## config.mk

```make
export PLATFORM = sky130hd
export DESIGN_NAME = mem_unit
export DESIGN_NICKNAME = d
export VERILOG_FILES = /design/src/design/mem_pkg.sv /design/src/design/mem_unit.sv
export SDC_FILE = /design/constraint.sdc
export NUM_CORES = 1
export LEC_CHECK = 0
export ABC_AREA = 1
export BUFFER_PORTS_ARGS = -buffer_cell sky130_fd_sc_hd__buf_4
export CAP_MARGIN = 40
export CORE_AREA = 2 2 195 197
export DETAILED_ROUTE_END_ITERATION = 7
export DIE_AREA = 0 0 197 199
export HOLD_SLACK_MARGIN = 0.02
export PLACE_DENSITY = 0.47
export SYNTH_ARGS = -nofsm -noshare
export SYNTH_HDL_FRONTEND = slang
export SYNTH_SLANG_ARGS = --single-unit
```

## constraint.sdc

```tcl
create_clock -name clk_i -period 4.34 [get_ports clk_i]
set_input_delay 0.217 -clock clk_i [delete_from_list [all_inputs] [get_ports clk_i]]
set_output_delay 0.217 -clock clk_i [all_outputs]
set_load 0.01 [all_outputs]
```

## src/design/mem_pkg.sv

```systemverilog
// memory subsystem shared widths, opcode enums, cache commands and access size codes
package mem_pkg;

    localparam int XLEN  = 64;
    localparam int REG_W = 5;

    typedef logic [XLEN-1:0]  bus64_t;
    typedef logic [XLEN-1:0]  addr_t;
    typedef logic [REG_W-1:0] reg_t;

    // instruction class seen by the load/store unit
    typedef enum logic [1:0] {
        MEM_LOAD  = 2'b00,
        MEM_STORE = 2'b01,
        MEM_AMO   = 2'b10
    } mem_op_t;

    typedef enum logic [3:0] {
        AMO_LR   = 4'd0,
        AMO_SC   = 4'd1,
        AMO_SWAP = 4'd2,
        AMO_ADD  = 4'd3,
        AMO_XOR  = 4'd4,
        AMO_AND  = 4'd5,
        AMO_OR   = 4'd6,
        AMO_MIN  = 4'd7,
        AMO_MAX  = 4'd8,
        AMO_MINU = 4'd9,
        AMO_MAXU = 4'd10
    } amo_op_t;

    // ------------------------------
    // data cache command codes
    // ------------------------------
    typedef enum logic [4:0] {
        DC_LOAD  = 5'b00000,
        DC_STORE = 5'b00001,
        DC_SWAP  = 5'b00100,
        DC_LR    = 5'b00110,
        DC_SC    = 5'b00111,
        DC_ADD   = 5'b01000,
        DC_XOR   = 5'b01001,
        DC_OR    = 5'b01010,
        DC_AND   = 5'b01011,
        DC_MIN   = 5'b01100,
        DC_MAX   = 5'b01101,
        DC_MINU  = 5'b01110,
        DC_MAXU  = 5'b01111
    } dcache_cmd_t;

    // funct3 size codes, bit 2 set means zero extension
    localparam logic [2:0] SZ_B  = 3'b000;
    localparam logic [2:0] SZ_H  = 3'b001;
    localparam logic [2:0] SZ_W  = 3'b010;
    localparam logic [2:0] SZ_D  = 3'b011;
    localparam logic [2:0] SZ_BU = 3'b100;
    localparam logic [2:0] SZ_HU = 3'b101;
    localparam logic [2:0] SZ_WU = 3'b110;

endpackage

```

## src/design/mem_unit.sv

```systemverilog
// load/store unit, forms the address, encodes the cache command and sequences one request
module mem_unit import mem_pkg::*; #(
    parameter addr_t IO_BASE  = 64'h1000,
    parameter addr_t IO_LIMIT = 64'h100F
) (
    input  logic        clk_i,
    input  logic        rstn_i,
    input  logic        valid_i,
    input  logic        kill_i,
    input  logic        csr_eret_i,
    input  bus64_t      data_rs1_i,
    input  bus64_t      data_rs2_i,
    input  bus64_t      imm_i,
    input  mem_op_t     mem_op_i,
    input  amo_op_t     amo_op_i,
    input  logic [2:0]  funct3_i,
    input  reg_t        rd_i,
    input  logic        dmem_req_ready_i,
    input  logic        dmem_resp_valid_i,
    input  bus64_t      dmem_resp_data_i,
    input  logic        dmem_xcpt_ma_ld_i,
    input  logic        dmem_xcpt_ma_st_i,
    input  logic        dmem_xcpt_pf_ld_i,
    input  logic        dmem_xcpt_pf_st_i,
    output logic        dmem_req_valid_o,
    output dcache_cmd_t dmem_req_cmd_o,
    output addr_t       dmem_req_addr_o,
    output logic [2:0]  dmem_op_type_o,
    output bus64_t      dmem_req_data_o,
    output logic [7:0]  dmem_req_tag_o,
    output logic        dmem_req_invalidate_lr_o,
    output logic        dmem_req_kill_o,
    output logic        ready_o,
    output bus64_t      data_o,
    output logic        lock_o
);

    typedef enum logic [1:0] {
        ResetState   = 2'b00,
        Idle         = 2'b01,
        MakeRequest  = 2'b10,
        WaitResponse = 2'b11
    } state_t;

    state_t state_q;
    state_t state_d;
    logic   mem_xcpt;
    logic   xcpt_q;     // acceptance raised an exception
    logic   io_store;
    logic   in_flight;

    // ------------------------------
    // control
    // ------------------------------
    assign mem_xcpt = dmem_xcpt_ma_ld_i | dmem_xcpt_ma_st_i | dmem_xcpt_pf_ld_i | dmem_xcpt_pf_st_i;
    assign io_store = (dmem_req_addr_o >= IO_BASE) && (dmem_req_addr_o <= IO_LIMIT)
                      && (mem_op_i == MEM_STORE);   // io stores never answer

    always_ff @(posedge clk_i or negedge rstn_i) begin
        if (!rstn_i) begin
            state_q <= ResetState;
            xcpt_q  <= 1'b0;
        end else begin
            state_q <= state_d;
            xcpt_q  <= dmem_req_valid_o & mem_xcpt;
        end
    end

    always_comb begin
        state_d          = state_q;
        dmem_req_valid_o = 1'b0;
        lock_o           = 1'b0;
        case (state_q)
            ResetState: state_d = Idle;
            Idle: begin
                lock_o           = valid_i & ~kill_i;
                dmem_req_valid_o = valid_i & ~kill_i & dmem_req_ready_i;
                if (dmem_req_valid_o) begin
                    state_d = MakeRequest;
                end
            end
            MakeRequest: begin
                if (dmem_resp_valid_i || xcpt_q || kill_i || io_store) begin
                    state_d = Idle;
                end else begin
                    lock_o  = 1'b1;
                    state_d = WaitResponse;
                end
            end
            WaitResponse: begin
                if (dmem_resp_valid_i || kill_i || io_store) begin
                    state_d = Idle;
                end else begin
                    lock_o = 1'b1;
                end
            end
            default: state_d = ResetState;
        endcase
    end

    // ------------------------------
    // request fields
    // ------------------------------
    always_comb begin
        case (mem_op_i)
            MEM_STORE: dmem_req_cmd_o = DC_STORE;
            MEM_AMO: begin
                case (amo_op_i)
                    AMO_LR:   dmem_req_cmd_o = DC_LR;
                    AMO_SC:   dmem_req_cmd_o = DC_SC;
                    AMO_SWAP: dmem_req_cmd_o = DC_SWAP;
                    AMO_ADD:  dmem_req_cmd_o = DC_ADD;
                    AMO_XOR:  dmem_req_cmd_o = DC_XOR;
                    AMO_AND:  dmem_req_cmd_o = DC_AND;
                    AMO_OR:   dmem_req_cmd_o = DC_OR;
                    AMO_MIN:  dmem_req_cmd_o = DC_MIN;
                    AMO_MAX:  dmem_req_cmd_o = DC_MAX;
                    AMO_MINU: dmem_req_cmd_o = DC_MINU;
                    AMO_MAXU: dmem_req_cmd_o = DC_MAXU;
                    default:  dmem_req_cmd_o = DC_LOAD;
                endcase
            end
            default: dmem_req_cmd_o = DC_LOAD;
        endcase
    end

    // atomics use rs1 with no offset
    assign dmem_req_addr_o          = (mem_op_i == MEM_AMO) ? data_rs1_i : data_rs1_i + imm_i;
    assign dmem_op_type_o           = funct3_i;
    assign dmem_req_data_o          = data_rs2_i;
    assign dmem_req_tag_o           = {2'b00, rd_i, 1'b0};  // bit 0 low, integer rd
    assign dmem_req_invalidate_lr_o = csr_eret_i;
    assign dmem_req_kill_o          = mem_xcpt | kill_i;

    // ------------------------------
    // writeback
    // ------------------------------
    assign in_flight = (state_q == MakeRequest) || (state_q == WaitResponse);
    assign ready_o   = dmem_resp_valid_i & in_flight & (mem_op_i != MEM_STORE);
    assign data_o    = dmem_resp_data_i;

endmodule

```

==> flow_metrics.tcl <==
set metrics [dict create \
    status "complete, no violations" \
    met2RoutedLength_mm 18.4 \
    ant_nets 0 \
    die_w_um 197 \
    fin_skew_ns 0.00109 \
    synth_top_area_cell "nand2_1" \
    top_layer "met4" \
    antenna_found_initial 0 \
    syn_inst 1694 \
    critical_path_arrival_ns 3.64 \
    wire_per_inst_um 17.4 \
    fmax_mhz 259 \
    cp.required_ns 4.12 \
    hp-class "in -> reg" \
    ir_drop_mv 0.103 \
    root_buffer "clkbuf_16" \
    drv.max_cap_violation_count 0 \
    final_util_pct 26.2 \
    clkSinkCount 3 \
    p_leak_nw 5.75 \
    io_pins 494 \
    grt_overflow_total 0 \
    layout_commonest_cell "nand2_1" \
    worst_setup_path_start_kind "input pin" \
    syn_avg_cell_area_sq_um 5.00 \
    worstPathMaxFanout 3 \
    diodes 0 \
    ys_types 44 \
    drive_gt1_share_pct 18.2 \
    total_power_mw 1.67 \
    p_per_area_mw_per_mm2 172 \
    drt_iter0_drc 520 \
    synth.top_cell.area_share_pct 26.8 \
    drt-pass1-iter-count 5 \
    die_y_um 199 \
    tns_ns 0 \
    grt_pass1_vias 9803 \
    min_period_over_period_pct 88.9 \
    crit_path_end_kind "primary output" \
    mostFrequentLayoutCells "nand2_1, inv_1, buf_4, nor2_1, nand3_1" \
    track_usage_pct 19.1 \
    htreeDepth 1 \
    viasPerCell 4.54 \
    postPlaceCellArea_sq_mm 0.00962 \
    drcViolationCount 0 \
    fin_crit_ns 3.86 \
    ys_seq_area_share_pct 0.886 \
    ys_ff_latch 3 \
    yosysWarnings 0 \
    max_slew_margin_pct 59.0 \
    nFillCells 4382 \
    final_hold_viol_count 0 \
    final_cell_area_sq_mm 0.00971 \
    path_class "in -> out" \
    insertion_delay_ns 0.22 \
    core_area_sq_mm 0.0371 \
    pre_cts_ws_ns 0.239 \
    clockBufferDepth 2 \
    routed_wl_mm 38.9 \
    rsz0062_at_grt "false" \
    area_delta_synth_final_pct 14.7 \
    start_util_pct 22.8 \
    wl_met1_mm 16.7 \
    dp_hpwl_mm 35.1 \
    wl_met3_mm 2.44 \
    path_clk_slew_ns 0.03 \
    synth.top_cells.by_area "nand2_1, inv_1, buf_4" \
    placementRows 71 \
    num_vias 10200 \
    setup_viol 0 \
    die-area_sq_mm 0.0392 \
    io_buffer_count 215 \
    grt_max_degree 45 \
    cts_buffers 3 \
    hold_ws_ns 0.271 \
    synth_area_sq_mm 0.00847 \
    fin_ws_ns 0.480 \
    stdcell_count 2241 \
    grt_pass1_wl_mm 56.7 \
    cts_tree "done" \
    dp.cells 2236 \
    layout.nets 2124 \
    gp_congestion 0.996 \
    tightest_slew_ns 0.616 \
    drv_slew 0 \
]
[Yosys cell counts, drive strengths merged]
master	n
a21boi	1
a21o	2
a21oi	73
a31oi	3
and2	1
and3	1
buf	149
clkbuf	5
clkinv	2
conb	1
dfrtp	3
dlygate4sd1	1
fa	1
ha	74
inv	323
nand2	633
nand3	136
nand3b	14
nand4	21
nor2	170
nor3	12
nor4	3
o211ai	2
o21a	3
o21ai	33
o21bai	9
o22ai	1
o31ai	1
or2	15
xor2	1
[cell type report]
class | count | area (sq um) | area share, %
multi-input cells | 1214 | 6050 | 62.3
repair buffers | 221 | 1690 | 17.4
inverters | 325 | 1220 | 12.6
well taps | 474 | 593 | 6.11
clock buffers | 4 | 78.8 | 0.812
flip-flops and latches | 3 | 75.1 | 0.773
[per-layer routing]
metal / vias to the layer above / GRT usage, %
li1: 5195 / -
met1: 4535 / 23.5
met2: 348 / 34.4
met3: 93 / 2.22
met4: 0 / 6.38
met5: - / 0
[worst max-delay path: stages]
cell     delay [ns]
buf_4          0.09
ha_1           0.16
inv_1          0.06
fa_1           0.41
inv_1          0.16
nand2_1        0.09
nand2_1        0.10
nand3_1        0.13
nand2_1        0.16
nand2_1        0.10
nand2_2        0.10
nand2_1        0.07
nand2_1        0.09
nand2_1        0.05
nand3_1        0.13
nand2_1        0.08
nor2_1         0.10
nand2_1        0.08
nor2_2         0.24
nand3_1        0.12
nor2_2         0.24
nand4_1        0.26
nand3_1        0.16
a31oi_1        0.09
buf_4          0.15
[registers in the layout, indices dropped and copies added (netlist names)]
name / flops
state_q: 2
xcpt_q: 1
[power breakdown]
group | switching, mW | internal [mW] | total, mW
clock network | 0.0264 | 0.121 | 0.148
registers | 0.0118 | 0.0375 | 0.0493
logic | 0.919 | 0.556 | 1.47
[cells by family (layout without fill, tap and decap cells)]
logic type | Yosys count | count (layout) | synth area share (%)
flops | 3 | 3 | 0.886
xor+xnor | 1 | 1 | 0.103
fa+ha+maj | 75 | 75 | 11.2
compound gates | 128 | 128 | 8.46
other cells | 1 | 4 | 0.0443
simple gates | 1006 | 1006 | 51.5
buf+inv | 480 | 550 | 27.9
[what timing repair did]
item / in CTS / in global routing
endpoints found under the hold margin: 3 / 0
setup endpoints to repair: 0 / 1
hold buffers: 1 / 0
gates resized for setup: 0 / 1
buffers inserted: 0 / 0
[path summary, 6_finish.rpt]
path	cells after the start	start	to	slack, ns
min reg2reg	2	state_q[1]	state_q[1]	0.55
max	25	data_rs1_i[0]	lock_o	0.48
max in group asynchronous	2	rstn_i	state_q[0]	3.92
min	3	dmem_req_ready_i	xcpt_q	0.27
max reg2reg	8	state_q[0]	state_q[1]	3.10
min in group asynchronous	2	rstn_i	xcpt_q	0.33
(Power assumes the default switching activity.)
